**src/common/idu_pkg.sv**
```systemverilog
/*
 * Shared widths, encodings and packet types for the RV32I + Zicsr decode stage.
 * Only mstatus, mtvec, mepc and mcause exist. Other CSR addresses read zero.
 * trap_cause is carried at full word width to match mcause.
 */
package idu_pkg;
	localparam int XLEN       = 32;
	localparam int REG_ADDR_W = 5;
	localparam int CSR_ADDR_W = 12;
	localparam int GPR_COUNT  = 32;

	// machine CSR addresses
	localparam logic [CSR_ADDR_W-1:0] CSR_MSTATUS = 12'h300;
	localparam logic [CSR_ADDR_W-1:0] CSR_MTVEC   = 12'h305;
	localparam logic [CSR_ADDR_W-1:0] CSR_MEPC    = 12'h341;
	localparam logic [CSR_ADDR_W-1:0] CSR_MCAUSE  = 12'h342;

	// mstatus bit positions
	localparam int MSTATUS_MIE  = 3;
	localparam int MSTATUS_MPIE = 7;

	localparam logic [XLEN-1:0] CAUSE_ILLEGAL = 32'd2;
	localparam logic [XLEN-1:0] CAUSE_EBREAK  = 32'd3;
	localparam logic [XLEN-1:0] CAUSE_ECALL_M = 32'd11;

	localparam logic [6:0] OPC_LUI    = 7'b0110111;
	localparam logic [6:0] OPC_AUIPC  = 7'b0010111;
	localparam logic [6:0] OPC_JAL    = 7'b1101111;
	localparam logic [6:0] OPC_JALR   = 7'b1100111;
	localparam logic [6:0] OPC_BRANCH = 7'b1100011;
	localparam logic [6:0] OPC_LOAD   = 7'b0000011;
	localparam logic [6:0] OPC_STORE  = 7'b0100011;
	localparam logic [6:0] OPC_OPIMM  = 7'b0010011;
	localparam logic [6:0] OPC_OP     = 7'b0110011;
	localparam logic [6:0] OPC_SYSTEM = 7'b1110011;
	localparam logic [6:0] OPC_FENCE  = 7'b0001111;

	// funct12 of the privileged SYSTEM instructions
	localparam logic [11:0] F12_ECALL  = 12'h000;
	localparam logic [11:0] F12_EBREAK = 12'h001;
	localparam logic [11:0] F12_MRET   = 12'h302;

	typedef enum logic [3:0] {
		ALU_ADD, ALU_SUB, ALU_SLL, ALU_SLT, ALU_SLTU, ALU_XOR,
		ALU_SRL, ALU_SRA, ALU_OR, ALU_AND, ALU_PASS_B
	} alu_op_t;

	typedef enum logic [2:0] {
		IMM_NONE, IMM_I, IMM_S, IMM_B, IMM_U, IMM_J, IMM_ZIMM
	} imm_kind_t;

	typedef enum logic [1:0] {SRC_A_RS1, SRC_A_PC, SRC_A_ZERO} src_a_t;
	typedef enum logic [1:0] {SRC_B_RS2, SRC_B_IMM, SRC_B_CSR} src_b_t;
	typedef enum logic [1:0] {WB_ALU, WB_MEM, WB_PC4, WB_CSR} wb_sel_t;
	typedef enum logic [1:0] {CSR_OP_NONE, CSR_OP_WRITE, CSR_OP_SET, CSR_OP_CLEAR} csr_op_t;
	typedef enum logic [1:0] {MEM_BYTE, MEM_HALF, MEM_WORD} mem_size_t;

	typedef enum logic [3:0] {
		JMP_NONE, JMP_JAL, JMP_JALR, JMP_BEQ, JMP_BNE, JMP_BLT,
		JMP_BGE, JMP_BLTU, JMP_BGEU, JMP_MRET, JMP_TRAP
	} jump_t;

	typedef struct packed {
		alu_op_t         alu_op;
		src_a_t          src_a;
		src_b_t          src_b;
		logic            gpr_we;
		wb_sel_t         wb_sel;
		csr_op_t         csr_op;
		logic            mem_read;
		logic            mem_write;
		mem_size_t       mem_size;
		logic            mem_unsigned;
		jump_t           jump;
		logic            trap;
		logic [XLEN-1:0] trap_cause;
	} dec_ctrl_t;

	// no side effects at all, base of every decode
	localparam dec_ctrl_t CTRL_NOP = '{
		alu_op: ALU_ADD, src_a: SRC_A_RS1, src_b: SRC_B_IMM, gpr_we: 1'b0,
		wb_sel: WB_ALU, csr_op: CSR_OP_NONE, mem_read: 1'b0, mem_write: 1'b0,
		mem_size: MEM_WORD, mem_unsigned: 1'b0, jump: JMP_NONE, trap: 1'b0,
		trap_cause: '0
	};

	typedef struct packed {
		logic [XLEN-1:0] instr;
		logic [XLEN-1:0] pc;
	} fetch_pkt_t;

	typedef struct packed {
		logic [XLEN-1:0]       pc;
		logic [XLEN-1:0]       imm;
		logic [XLEN-1:0]       rs1_data;
		logic [XLEN-1:0]       rs2_data;
		logic [XLEN-1:0]       csr_rdata;
		logic [REG_ADDR_W-1:0] rd;
		logic [CSR_ADDR_W-1:0] csr_addr;
		dec_ctrl_t             ctrl;
	} decode_out_t;

	typedef struct packed {
		logic                  gpr_we;
		logic [REG_ADDR_W-1:0] rd;
		logic [XLEN-1:0]       gpr_wdata;
		logic                  csr_we;
		logic [CSR_ADDR_W-1:0] csr_addr;
		logic [XLEN-1:0]       csr_wdata;
		logic                  trap;
		logic [XLEN-1:0]       trap_cause;
		logic [XLEN-1:0]       trap_pc;
		logic                  mret;
	} wb_pkt_t;
endpackage

```
**src/decode/decode_ctrl.sv**
```systemverilog
/*
 * Main RV32I + Zicsr decoder. It is purely combinational.
 * Unknown encodings decode as a nop with trap set and cause CAUSE_ILLEGAL.
 * CSR ops: the ALU yields rs1 or zimm, and execute merges it with csr_rdata.
 * csrrs/csrrc with a zero rs1 field only read the CSR.
 */
`timescale 1ns/1ps

module decode_ctrl (
	input  logic [idu_pkg::XLEN-1:0] instr,
	output idu_pkg::dec_ctrl_t       ctrl,
	output idu_pkg::imm_kind_t       imm_kind
);
	logic [6:0]  opcode;
	logic [2:0]  funct3;
	logic [6:0]  funct7;
	logic [11:0] funct12;
	logic        illegal;

	assign opcode  = instr[6:0];
	assign funct3  = instr[14:12];
	assign funct7  = instr[31:25];
	assign funct12 = instr[31:20];

	// alt selects sub / sra
	function automatic idu_pkg::alu_op_t alu_from_f3(input logic [2:0] f3, input logic alt);
		idu_pkg::alu_op_t op;
		case (f3)
			3'b000: op = alt ? idu_pkg::ALU_SUB : idu_pkg::ALU_ADD;
			3'b001: op = idu_pkg::ALU_SLL;
			3'b010: op = idu_pkg::ALU_SLT;
			3'b011: op = idu_pkg::ALU_SLTU;
			3'b100: op = idu_pkg::ALU_XOR;
			3'b101: op = alt ? idu_pkg::ALU_SRA : idu_pkg::ALU_SRL;
			3'b110: op = idu_pkg::ALU_OR;
			default: op = idu_pkg::ALU_AND;
		endcase
		return op;
	endfunction

	always_comb begin
		ctrl     = idu_pkg::CTRL_NOP;
		imm_kind = idu_pkg::IMM_NONE;
		illegal  = 1'b0;
		case (opcode)
			idu_pkg::OPC_LUI: begin
				ctrl.src_a  = idu_pkg::SRC_A_ZERO;
				ctrl.alu_op = idu_pkg::ALU_PASS_B;
				ctrl.gpr_we = 1'b1;
				imm_kind    = idu_pkg::IMM_U;
			end
			idu_pkg::OPC_AUIPC: begin
				ctrl.src_a  = idu_pkg::SRC_A_PC;
				ctrl.gpr_we = 1'b1;
				imm_kind    = idu_pkg::IMM_U;
			end
			idu_pkg::OPC_JAL: begin
				// alu gives the target, rd gets pc+4
				ctrl.src_a  = idu_pkg::SRC_A_PC;
				ctrl.gpr_we = 1'b1;
				ctrl.wb_sel = idu_pkg::WB_PC4;
				ctrl.jump   = idu_pkg::JMP_JAL;
				imm_kind    = idu_pkg::IMM_J;
			end
			idu_pkg::OPC_JALR: begin
				ctrl.gpr_we = 1'b1;
				ctrl.wb_sel = idu_pkg::WB_PC4;
				ctrl.jump   = idu_pkg::JMP_JALR;
				imm_kind    = idu_pkg::IMM_I;
				illegal     = (funct3 != 3'b000);
			end
			idu_pkg::OPC_BRANCH: begin
				// compare happens in execute on rs1/rs2 data
				ctrl.src_a = idu_pkg::SRC_A_PC;
				imm_kind   = idu_pkg::IMM_B;
				case (funct3)
					3'b000: ctrl.jump = idu_pkg::JMP_BEQ;
					3'b001: ctrl.jump = idu_pkg::JMP_BNE;
					3'b100: ctrl.jump = idu_pkg::JMP_BLT;
					3'b101: ctrl.jump = idu_pkg::JMP_BGE;
					3'b110: ctrl.jump = idu_pkg::JMP_BLTU;
					3'b111: ctrl.jump = idu_pkg::JMP_BGEU;
					default: illegal = 1'b1;
				endcase
			end
			idu_pkg::OPC_LOAD: begin
				ctrl.mem_read     = 1'b1;
				ctrl.gpr_we       = 1'b1;
				ctrl.wb_sel       = idu_pkg::WB_MEM;
				ctrl.mem_unsigned = funct3[2];
				imm_kind          = idu_pkg::IMM_I;
				case (funct3)
					3'b000, 3'b100: ctrl.mem_size = idu_pkg::MEM_BYTE;
					3'b001, 3'b101: ctrl.mem_size = idu_pkg::MEM_HALF;
					3'b010: ctrl.mem_size = idu_pkg::MEM_WORD;
					default: illegal = 1'b1;
				endcase
			end
			idu_pkg::OPC_STORE: begin
				ctrl.mem_write = 1'b1;
				imm_kind       = idu_pkg::IMM_S;
				case (funct3)
					3'b000: ctrl.mem_size = idu_pkg::MEM_BYTE;
					3'b001: ctrl.mem_size = idu_pkg::MEM_HALF;
					3'b010: ctrl.mem_size = idu_pkg::MEM_WORD;
					default: illegal = 1'b1;
				endcase
			end
			idu_pkg::OPC_OPIMM: begin
				ctrl.gpr_we = 1'b1;
				ctrl.alu_op = alu_from_f3(funct3, funct3 == 3'b101 && funct7[5]);
				imm_kind    = idu_pkg::IMM_I;
				// shift-immediates carry funct7 in the upper imm bits
				if (funct3 == 3'b001)
					illegal = (funct7 != 7'b0000000);
				else if (funct3 == 3'b101)
					illegal = (funct7 != 7'b0000000) && (funct7 != 7'b0100000);
			end
			idu_pkg::OPC_OP: begin
				ctrl.src_b  = idu_pkg::SRC_B_RS2;
				ctrl.gpr_we = 1'b1;
				ctrl.alu_op = alu_from_f3(funct3, funct7[5]);
				if (funct7 == 7'b0100000)
					illegal = (funct3 != 3'b000) && (funct3 != 3'b101);
				else
					illegal = (funct7 != 7'b0000000);
			end
			idu_pkg::OPC_FENCE: begin
				// single hart, no caches, so fence is a nop
				illegal = (funct3 != 3'b000);
			end
			idu_pkg::OPC_SYSTEM: begin
				if (funct3 == 3'b000) begin
					if (instr[19:7] != '0) begin
						illegal = 1'b1;
					end else begin
						case (funct12)
							idu_pkg::F12_ECALL: begin
								ctrl.trap       = 1'b1;
								ctrl.trap_cause = idu_pkg::CAUSE_ECALL_M;
								ctrl.jump       = idu_pkg::JMP_TRAP;
							end
							idu_pkg::F12_EBREAK: begin
								ctrl.trap       = 1'b1;
								ctrl.trap_cause = idu_pkg::CAUSE_EBREAK;
								ctrl.jump       = idu_pkg::JMP_TRAP;
							end
							idu_pkg::F12_MRET: ctrl.jump = idu_pkg::JMP_MRET;
							default: illegal = 1'b1;
						endcase
					end
				end else if (funct3 == 3'b100) begin
					illegal = 1'b1;
				end else begin
					ctrl.gpr_we = 1'b1;
					ctrl.wb_sel = idu_pkg::WB_CSR;
					// imm forms take zimm, reg forms add a zero imm to rs1
					ctrl.src_a  = funct3[2] ? idu_pkg::SRC_A_ZERO : idu_pkg::SRC_A_RS1;
					imm_kind    = funct3[2] ? idu_pkg::IMM_ZIMM : idu_pkg::IMM_NONE;
					case (funct3[1:0])
						2'b01: ctrl.csr_op = idu_pkg::CSR_OP_WRITE;
						2'b10: ctrl.csr_op = idu_pkg::CSR_OP_SET;
						default: ctrl.csr_op = idu_pkg::CSR_OP_CLEAR;
					endcase
					if (funct3[1] && instr[19:15] == '0)
						ctrl.csr_op = idu_pkg::CSR_OP_NONE;
				end
			end
			default: illegal = 1'b1;
		endcase

		if (illegal) begin
			ctrl            = idu_pkg::CTRL_NOP;
			ctrl.trap       = 1'b1;
			ctrl.trap_cause = idu_pkg::CAUSE_ILLEGAL;
			ctrl.jump       = idu_pkg::JMP_TRAP;
			imm_kind        = idu_pkg::IMM_NONE;
		end
	end
endmodule

```
**src/decode/decode_stage.sv**
```systemverilog
/*
 * Decode stage of a multicycle RV32I core. One instruction is in flight.
 * Accept to out_valid takes one cycle. Best case is one instruction per two cycles.
 * out_pkt reads the register files live, so a writeback during the hold shows up.
 * There is no forwarding and no hazard detection.
 */
`timescale 1ns/1ps

module decode_stage (
	input  logic                     clk,
	input  logic                     reset,
	input  logic                     in_valid,
	input  idu_pkg::fetch_pkt_t      in_pkt,
	output logic                     in_ready,
	output logic                     out_valid,
	output idu_pkg::decode_out_t     out_pkt,
	input  logic                     exe_ready,
	input  idu_pkg::wb_pkt_t         wb,
	output logic [idu_pkg::XLEN-1:0] mtvec,
	output logic [idu_pkg::XLEN-1:0] mepc
);
	typedef enum logic {ST_IDLE, ST_HOLD} state_t;

	state_t                             state;
	idu_pkg::fetch_pkt_t                held;
	idu_pkg::dec_ctrl_t                 ctrl;
	idu_pkg::imm_kind_t                 imm_kind;
	logic [idu_pkg::XLEN-1:0]           imm;
	logic [idu_pkg::XLEN-1:0]           rs1_data;
	logic [idu_pkg::XLEN-1:0]           rs2_data;
	logic [idu_pkg::XLEN-1:0]           csr_rdata;
	logic [idu_pkg::REG_ADDR_W-1:0]     rs1_addr;
	logic [idu_pkg::REG_ADDR_W-1:0]     rs2_addr;
	logic [idu_pkg::REG_ADDR_W-1:0]     rd_addr;
	logic [idu_pkg::CSR_ADDR_W-1:0]     csr_addr;

	// idle accepts, hold waits for execute
	always_ff @(posedge clk) begin
		if (reset) begin
			state <= ST_IDLE;
		end else begin
			case (state)
				ST_IDLE: if (in_valid) state <= ST_HOLD;
				ST_HOLD: if (exe_ready) state <= ST_IDLE;
				default: state <= ST_IDLE;
			endcase
		end
	end

	assign in_ready  = (state == ST_IDLE);
	assign out_valid = (state == ST_HOLD);

	always_ff @(posedge clk) begin
		if (in_valid && in_ready)
			held <= in_pkt;
	end

	assign rs1_addr = held.instr[19:15];
	assign rs2_addr = held.instr[24:20];
	assign rd_addr  = held.instr[11:7];
	assign csr_addr = held.instr[31:20];

	decode_ctrl u_decode_ctrl (
		.instr    (held.instr),
		.ctrl     (ctrl),
		.imm_kind (imm_kind)
	);

	imm_sext u_imm_sext (
		.instr (held.instr),
		.kind  (imm_kind),
		.imm   (imm)
	);

	// write address comes from writeback, not from the held instruction
	gpr_file u_gpr_file (
		.clk      (clk),
		.reset    (reset),
		.rs1      (rs1_addr),
		.rs2      (rs2_addr),
		.rs1_data (rs1_data),
		.rs2_data (rs2_data),
		.we       (wb.gpr_we),
		.rd       (wb.rd),
		.wdata    (wb.gpr_wdata)
	);

	csr_file u_csr_file (
		.clk        (clk),
		.reset      (reset),
		.raddr      (csr_addr),
		.rdata      (csr_rdata),
		.we         (wb.csr_we),
		.waddr      (wb.csr_addr),
		.wdata      (wb.csr_wdata),
		.trap       (wb.trap),
		.trap_cause (wb.trap_cause),
		.trap_pc    (wb.trap_pc),
		.mret       (wb.mret),
		.mtvec      (mtvec),
		.mepc       (mepc)
	);

	always_comb begin
		out_pkt.pc        = held.pc;
		out_pkt.imm       = imm;
		out_pkt.rs1_data  = rs1_data;
		out_pkt.rs2_data  = rs2_data;
		out_pkt.csr_rdata = csr_rdata;
		out_pkt.rd        = rd_addr;
		out_pkt.csr_addr  = csr_addr;
		out_pkt.ctrl      = ctrl;
	end
endmodule

```
**src/decode/imm_sext.sv**
```systemverilog
/*
 * Immediate assembly for the RISC-V I, S, B, U and J formats.
 * zimm is the rs1 field zero-extended. The none kind gives zero.
 */
`timescale 1ns/1ps

module imm_sext (
	input  logic [idu_pkg::XLEN-1:0] instr,
	input  idu_pkg::imm_kind_t       kind,
	output logic [idu_pkg::XLEN-1:0] imm
);
	logic sign;

	assign sign = instr[31];

	always_comb begin
		case (kind)
			idu_pkg::IMM_I:
				imm = {{(idu_pkg::XLEN-12){sign}}, instr[31:20]};
			idu_pkg::IMM_S:
				imm = {{(idu_pkg::XLEN-12){sign}}, instr[31:25], instr[11:7]};
			// branch offsets are in half words, bit 0 always zero
			idu_pkg::IMM_B:
				imm = {{(idu_pkg::XLEN-13){sign}}, sign, instr[7], instr[30:25],
					instr[11:8], 1'b0};
			idu_pkg::IMM_U:
				imm = {instr[31:12], 12'b0};
			idu_pkg::IMM_J:
				imm = {{(idu_pkg::XLEN-21){sign}}, sign, instr[19:12], instr[20],
					instr[30:21], 1'b0};
			idu_pkg::IMM_ZIMM:
				imm = {{(idu_pkg::XLEN-5){1'b0}}, instr[19:15]};
			default:
				imm = '0;
		endcase
	end
endmodule

```
**src/logic/csr_file.sv**
```systemverilog
/*
 * Machine CSRs mstatus, mtvec, mepc and mcause. Any other address reads zero.
 * mtvec and mepc keep bits 1:0 at zero. Only direct mode, no vectoring.
 * Update priority is trap, then mret, then a write.
 */
`timescale 1ns/1ps

module csr_file (
	input  logic                           clk,
	input  logic                           reset,
	input  logic [idu_pkg::CSR_ADDR_W-1:0] raddr,
	output logic [idu_pkg::XLEN-1:0]       rdata,
	input  logic                           we,
	input  logic [idu_pkg::CSR_ADDR_W-1:0] waddr,
	input  logic [idu_pkg::XLEN-1:0]       wdata,
	input  logic                           trap,
	input  logic [idu_pkg::XLEN-1:0]       trap_cause,
	input  logic [idu_pkg::XLEN-1:0]       trap_pc,
	input  logic                           mret,
	output logic [idu_pkg::XLEN-1:0]       mtvec,
	output logic [idu_pkg::XLEN-1:0]       mepc
);
	logic [idu_pkg::XLEN-1:0] mstatus;
	logic [idu_pkg::XLEN-1:0] mcause;

	always_ff @(posedge clk) begin
		if (reset) begin
			mstatus <= '0;
			mtvec   <= '0;
			mepc    <= '0;
			mcause  <= '0;
		end else if (trap) begin
			mepc                         <= {trap_pc[idu_pkg::XLEN-1:2], 2'b00};
			mcause                       <= trap_cause;
			mstatus[idu_pkg::MSTATUS_MPIE] <= mstatus[idu_pkg::MSTATUS_MIE];
			mstatus[idu_pkg::MSTATUS_MIE]  <= 1'b0;
		end else if (mret) begin
			mstatus[idu_pkg::MSTATUS_MIE] <= mstatus[idu_pkg::MSTATUS_MPIE];
		end else if (we) begin
			case (waddr)
				idu_pkg::CSR_MSTATUS: mstatus <= wdata;
				idu_pkg::CSR_MTVEC:   mtvec   <= {wdata[idu_pkg::XLEN-1:2], 2'b00};
				idu_pkg::CSR_MEPC:    mepc    <= {wdata[idu_pkg::XLEN-1:2], 2'b00};
				idu_pkg::CSR_MCAUSE:  mcause  <= wdata;
				default: ;
			endcase
		end
	end

	// read mux, unknown addresses give zero
	always_comb begin
		case (raddr)
			idu_pkg::CSR_MSTATUS: rdata = mstatus;
			idu_pkg::CSR_MTVEC:   rdata = mtvec;
			idu_pkg::CSR_MEPC:    rdata = mepc;
			idu_pkg::CSR_MCAUSE:  rdata = mcause;
			default:              rdata = '0;
		endcase
	end
endmodule

```
**src/logic/gpr_file.sv**
```systemverilog
/*
 * 32 x 32 general register file with two combinational reads and one write.
 * x0 reads zero and ignores writes. Reset clears every register.
 */
`timescale 1ns/1ps

module gpr_file (
	input  logic                           clk,
	input  logic                           reset,
	input  logic [idu_pkg::REG_ADDR_W-1:0] rs1,
	input  logic [idu_pkg::REG_ADDR_W-1:0] rs2,
	output logic [idu_pkg::XLEN-1:0]       rs1_data,
	output logic [idu_pkg::XLEN-1:0]       rs2_data,
	input  logic                           we,
	input  logic [idu_pkg::REG_ADDR_W-1:0] rd,
	input  logic [idu_pkg::XLEN-1:0]       wdata
);
	logic [idu_pkg::XLEN-1:0] regs [idu_pkg::GPR_COUNT];

	always_ff @(posedge clk) begin
		if (reset) begin
			for (int i = 0; i < idu_pkg::GPR_COUNT; i++)
				regs[i] <= '0;
		end else if (we && rd != '0) begin
			regs[rd] <= wdata;
		end
	end

	// x0 hardwired to zero
	assign rs1_data = (rs1 == '0) ? '0 : regs[rs1];
	assign rs2_data = (rs2 == '0) ? '0 : regs[rs2];
endmodule

```
**config.mk**
```make
export PLATFORM = sky130hd
export DESIGN_NAME = decode_stage
export DESIGN_NICKNAME = d
export VERILOG_FILES = /design/src/common/idu_pkg.sv /design/src/decode/decode_ctrl.sv /design/src/decode/decode_stage.sv /design/src/decode/imm_sext.sv /design/src/logic/csr_file.sv /design/src/logic/gpr_file.sv
export SDC_FILE = /design/constraint.sdc
export NUM_CORES = 2
export LEC_CHECK = 0
export ABC_CLOCK_PERIOD_IN_PS = 2980
export BUFFER_PORTS_ARGS = -buffer_cell sky130_fd_sc_hd__buf_2
export CELL_PAD_IN_SITES_DETAIL_PLACEMENT = 2
export CELL_PAD_IN_SITES_GLOBAL_PLACEMENT = 2
export CORE_AREA = 2 2 403 405
export DETAILED_ROUTE_END_ITERATION = 10
export DIE_AREA = 0 0 405 407
export GPL_ROUTABILITY_DRIVEN = 0
export PLACE_DENSITY_LB_ADDON = 0.1
export REMOVE_ABC_BUFFERS = 1
export SETUP_SLACK_MARGIN = 0.5
export SLEW_MARGIN = 10
export SYNTH_ARGS = -nofsm -noshare
export SYNTH_HDL_FRONTEND = slang
export SYNTH_SLANG_ARGS = --single-unit
```
**constraint.sdc**
```tcl
create_clock -name clk -period 2.98 [get_ports clk]
set_input_delay 0.298 -clock clk [delete_from_list [all_inputs] [get_ports clk]]
set_output_delay 0.298 -clock clk [all_outputs]
set_load 0.005 [all_outputs]
```
Yosys cells after proc, flatten, opt, wreduce, memory -nomap -nowiden. Memory sizes are Yosys's and may differ from the RTL's. A register that Yosys moved wholly into a read port is not among the register bits. Cells that the tools add are included.

Bits in latches: 0. Output and inout bits: 298. Memory bits (writable): 1024. Bits of input ports: 217. Logic and storage cells: 174. Register bits: 189. Memories kept: 1. Bits in read-only memories: 0.

Muxes and demuxes: 79. Bitwise logic cells: 3. Order comparisons: 0. Equality and inequality tests: 40. Reduce and logical (&&, ||, !) cells: 42. Multiply operators: 0. Divide/modulo/power cells: 0. Add/subtract/negate cells: 0. Shift-type cells: 0.

Memory list: u_gpr_file.regs (words 32, width 32, read ports 2, clocked after memory_dff 2, write ports 32, RTL line gpr_file.sv:18) `logic [idu_pkg::XLEN-1:0] regs [idu_pkg::GPR_COUNT];`.

Operators by type and width (count): two-way mux 32 bit (11); case mux 32 bit (6 select lines) (1); case mux 32 bit (4 select lines) (1); equality test 12 x 10 -> 1 bit (second input constant) (9); two-way mux 37 bit (2); case mux 33 bit (2 select lines) (1); case mux 4 bit (7 select lines) (2); two-way mux 55 bit (1); two-way mux 33 bit (1); OR reduction 32 bit (1); equality test 7 x 6 -> 1 bit (second input constant) (4); equality test 7 bit (second input constant) (4); two-way mux 1 bit (28); two-way mux 5 bit (5); case mux 4 bit (6 select lines) (1); equality test 3 bit (second input constant) (7); case mux 3 bit (6 select lines) (1); two-way mux 8 bit (2); case mux 2 bit (2 select lines) (4); case mux 4 bit (4 select lines) (1); OR reduction 3 bit (5); equality test 7 x 5 -> 1 bit (second input constant) (2); OR reduction 2 bit (7); nonzero test 13 bit (1); other kinds (33) (62).

Logic depth before layout (Yosys ltp).
Depth in word-level cells: 9. Depth in mapped cells: 8.

By module. From an unflattened synthesis, not the netlist that was laid out.

Cells, all modules: 4862. Area total of the unflattened synthesis: 64505.6 µm².

By module, submodules not included: gpr_file (times used 1, area an instance 54628.6 µm², cells each 3766); csr_file (times used 1, area an instance 5940.7 µm², cells each 733); decode_stage (times used 1, area an instance 2333.5 µm², cells each 118); decode_ctrl (times used 1, area an instance 1142.3 µm², cells each 172); imm_sext (times used 1, area an instance 460.4 µm², cells each 73).

Worst setup path after synthesis. OpenSTA, ideal clock, no wires.

Kind: register to register. From: register state, in the netlist out_valid. To: register (tool-made name). Cell stages (with the launch flop): 4. Setup slack: -148 ps. Data arrival time: 3001 ps. Cells stage by stage: dfxtp_1 nor2b_1 clkbuf_1 mux2_2.

RTL lines: from (decl) (RTL line decode_stage.sv:24) `state_t state;`; from (signal assigned) (RTL line decode_stage.sv:40) `state <= ST_IDLE;`; from (signal assigned) (RTL line decode_stage.sv:43) `ST_IDLE: if (in_valid) state <= ST_HOLD;`; from (signal assigned) (RTL line decode_stage.sv:44) `ST_HOLD: if (exe_ready) state <= ST_IDLE;`.

==> out/metrics.csv <==
stage,metric,value,unit
finish,area_delta_synth_final,27.8,%
finish,finalCoreUtilization,51.0,%
worst_setup_path,endpoint,out_pkt[51],
global_route,grt_pass1_wl,380,mm
timing,layout_min_cycle_time,3.93,ns
global_route,antenna_found_initial,36,
route,drc,0,
global_route,top_usage_layer,met2,
run,cap_violations,0,
timing,finalSetupViolCount,147,
timing,rsz0062_at_grt,true,
worst_setup_path,timing.rr.end,out_pkt[201]$_DFFE_PP_,
worst_setup_path,crit_path_start,out_pkt[66]$_DFFE_PP_,
worst_setup_path,cp.required,2.68,ns
place,post_dp_cell_area,0.0704,mm^2
cts,cts_inserted_buffers,145,
worst_setup_path,endpoint_kind,primary output,
synth,yosysTopAreaCellShare,51.1,%
global_route,track_usage,33.1,%
global_route,use_met1,43.0,%
finish,nNetsFinal,5283,
timing,clock_skew,0.0319,ns
power_and_ir_drop,switching_share,26.7,%
die,io_pins,515,
worst_setup_path,crit_type,reg2out,
timing,final.setup.worst_slack,-0.952,ns
cts,htreeDepth,4,
timing,fmax,254,MHz
worst_setup_path,crit_fanout,5,
route,routed-via-count,45000,
synth,yosys-top-cells-area,"edfxtp_1, mux4_2, and2_1, dfxtp_1, mux2i_1",
finish,final_cell_area,0.0817,mm^2
synth,ys.flop_type,edfxtp_1,
worst_setup_path,worstPathArrival,3.63,ns
cts,clk_path_buf_depth,3,
synth,syn_area,0.0640,mm^2
global_route,grt_max_degree,145,
timing,finalCritPeriodShare,132,%
finish,drive_gt1_share,39.9,%
die,dieArea,0.165,mm^2
worst_setup_path,r2r_slack,1.20,ns
power_and_ir_drop,netSwitchingPower,12.4,mW
power_and_ir_drop,internal-power,33.9,mW
cts,cts_tree,yes,
synth,synth_edf_count,1088,
synth,synth_common_cells,"edfxtp_1, and2_1, mux4_2",
timing,final.setup.tns,-95.59,ns
synth,synth_cells,4189,
worst_setup_path,critical_path.startpoint_type,register,
cts,cts.root.buffer_cell,clkbuf_16,
route,wl_per_cell,38.4,um
power_and_ir_drop,p_seq_share,43.6,%
die,die_w,405,um
power_and_ir_drop,ir_drop,0.000605,V
place,port_buffers,478,
die,start_util,39.9,%
synth,synth_area_leader_cell,edfxtp_1,
route,dr.pass1.iters,7,
global_route,grt_pass1_vias,47700,
global_route,grt_overflow,0,
global_route,grt_use_met2,54.0,%
power_and_ir_drop,comb_power_share,18.7,%
route,drt-initial-drc-count,5262,
power_and_ir_drop,p_per_area,566,mW/mm^2
synth,avgSynthCellArea,15.3,um^2
cts,cts_sinks,1223,
route,ant_nets,0,
power_and_ir_drop,clkPwrFrac,37.6,%
timing,whs,0.0900,ns
synth,yosysWarnings,0,
route,viasPerCell,6.11,
die,rows,147,
cts,clk_latency,0.79,ns
timing,drv_slew,0,
status,violations,negative setup slack,
timing,finalHoldViolations,0,
die,die_h,407,um
worst_setup_path,worstRegToRegCells,2,
timing,slew_headroom,37.7,%
power_and_ir_drop,p_leak,30.0,nW
timing,worst_pin_slew,0.931,ns
worst_hold_path,hold_class,in2reg,
status,run_status,"finished, violations left",
synth,synthDistinctLibCells,70,
place,pre_cts_ws,-0.130,ns
place,dpl.hpwl,152,mm
global_route,use_met3,6.49,%
route,totalWireLength,283,mm
synth,synthArstFlopShare,0,%
die,core_area,0.160,mm^2
cts,clkTransAtPathRegs,0.07,ns
synth,ys_seq_elements,1223,
worst_setup_path,r2r_start,out_valid$_SDFF_PP0_,
synth,synth_most_common_cell,edfxtp_1,
synth,synth-seq-area-share,55.3,%
metal layers:
metal | up-vias | part of all wire [%]
met5 | - | 0.018
met4 | 8 | 5.1
met3 | 653 | 8.6
met2 | 2517 | 48
met1 | 24100 | 38
li1 | 17700 | -
sequential cells by signal, summed over array words and instances (netlist names), named ones only:
name,flops
out_valid,1
u_csr_file.mcause,32
u_csr_file.mstatus,32
out_pkt,49
held,15
u_csr_file.mtvec,30
u_csr_file.mepc,30
u_gpr_file.regs,1024
placed cells by master, fill, tap and decap left out, types with 41 or more instances in the layout:
cell / instances
mux2i_1: 145
clkbuf_16: 155
clkbuf_1: 41
buf_2: 459
buf_4: 211
buf_16: 68
a22oi_1: 55
and2_1: 997
nand2_1: 49
buf_12: 96
dfxtp_1: 125
buf_6: 72
conb_1: 66
mux2_2: 73
mux4_2: 640
edfxtp_1: 1088
nor2_4: 43
dlygate4sd3_1: 214
nor2_1: 200
critical path: stages, from the launching register on:
cell      delay (ns)
edfxtp_1        0.43
or3_4           0.42
or4_4           0.45
o31a_1          0.32
o21ba_4         0.22
or3_4           0.38
buf_12          0.16
nor4b_4         0.28
buf_2           0.18
worst min path at each step:
stage,startpoint,endpoint,depth (start not counted)
after floorplan,reset,u_csr_file.mcause[0]$_SDFFE_PP0P_,1
after global placement,u_csr_file.mstatus[20]$_SDFFE_PP0P_,u_csr_file.mstatus[20]$_SDFFE_PP0P_,2
after detailed placement,in_pkt[32],held[32]$_DFFE_PP_,1
after CTS,in_valid,out_pkt[71]$_DFFE_PP_,2
after global routing,in_valid,out_pkt[71]$_DFFE_PP_,2
final,in_valid,out_pkt[71]$_DFFE_PP_,2
timing repair:
| action | 4_1_cts | 5_1_grt |
|---|---|---|
| hold endpoints to repair | 199 | 0 |
| buffers inserted | 89 | 48 |
| hold buffers | 220 | 0 |
| gates resized for setup | 279 | 139 |
| gates cloned | 49 | 7 |
| pin swaps | 24 | 61 |
| endpoints found under the setup margin | 152 | 180 |
final cells by class:
class	instances	area, um^2
tap	2160	2700
clock buffer	198	3990
fill	14400	78500
multi-input combinational	2523	27700
timing repair buffer	1163	11400
sequential	1223	35400
antenna	25	62.6
inverter	10	38.8
clock inverter	58	474
cells by family after synthesis:
family          synth area share, %
buf+inv                        3.54
compound gates                 1.58
xor+xnor                     0.0137
mux                            26.8
flops                          55.3
simple gates                   12.8
other cells                 0.00586
metrics by stage:
stage / cells / power [mW]
after floorplan: 3756 / 25.2
after global placement: 6666 / 27.3
after detailed placement: 6666 / 27.5
after CTS: 7280 / 46.1
after global routing: 7345 / 47.5
final: 7360 / 46.3
power by group through the flow:
| stage | Sequential, mW | Combinational [mW] | Clock [mW] |
|---|---|---|---|
| after detailed placement | 20.5 | 7.00 | 0 |
| after CTS | 20.2 | 8.38 | 17.6 |
| final | 20.2 | 8.68 | 17.4 |
| after global routing | 20.3 | 8.97 | 18.3 |
| after global placement | 20.4 | 6.93 | 0 |
| after floorplan | 20.8 | 4.35 | 0 |
(Power assumes the default switching activity.)
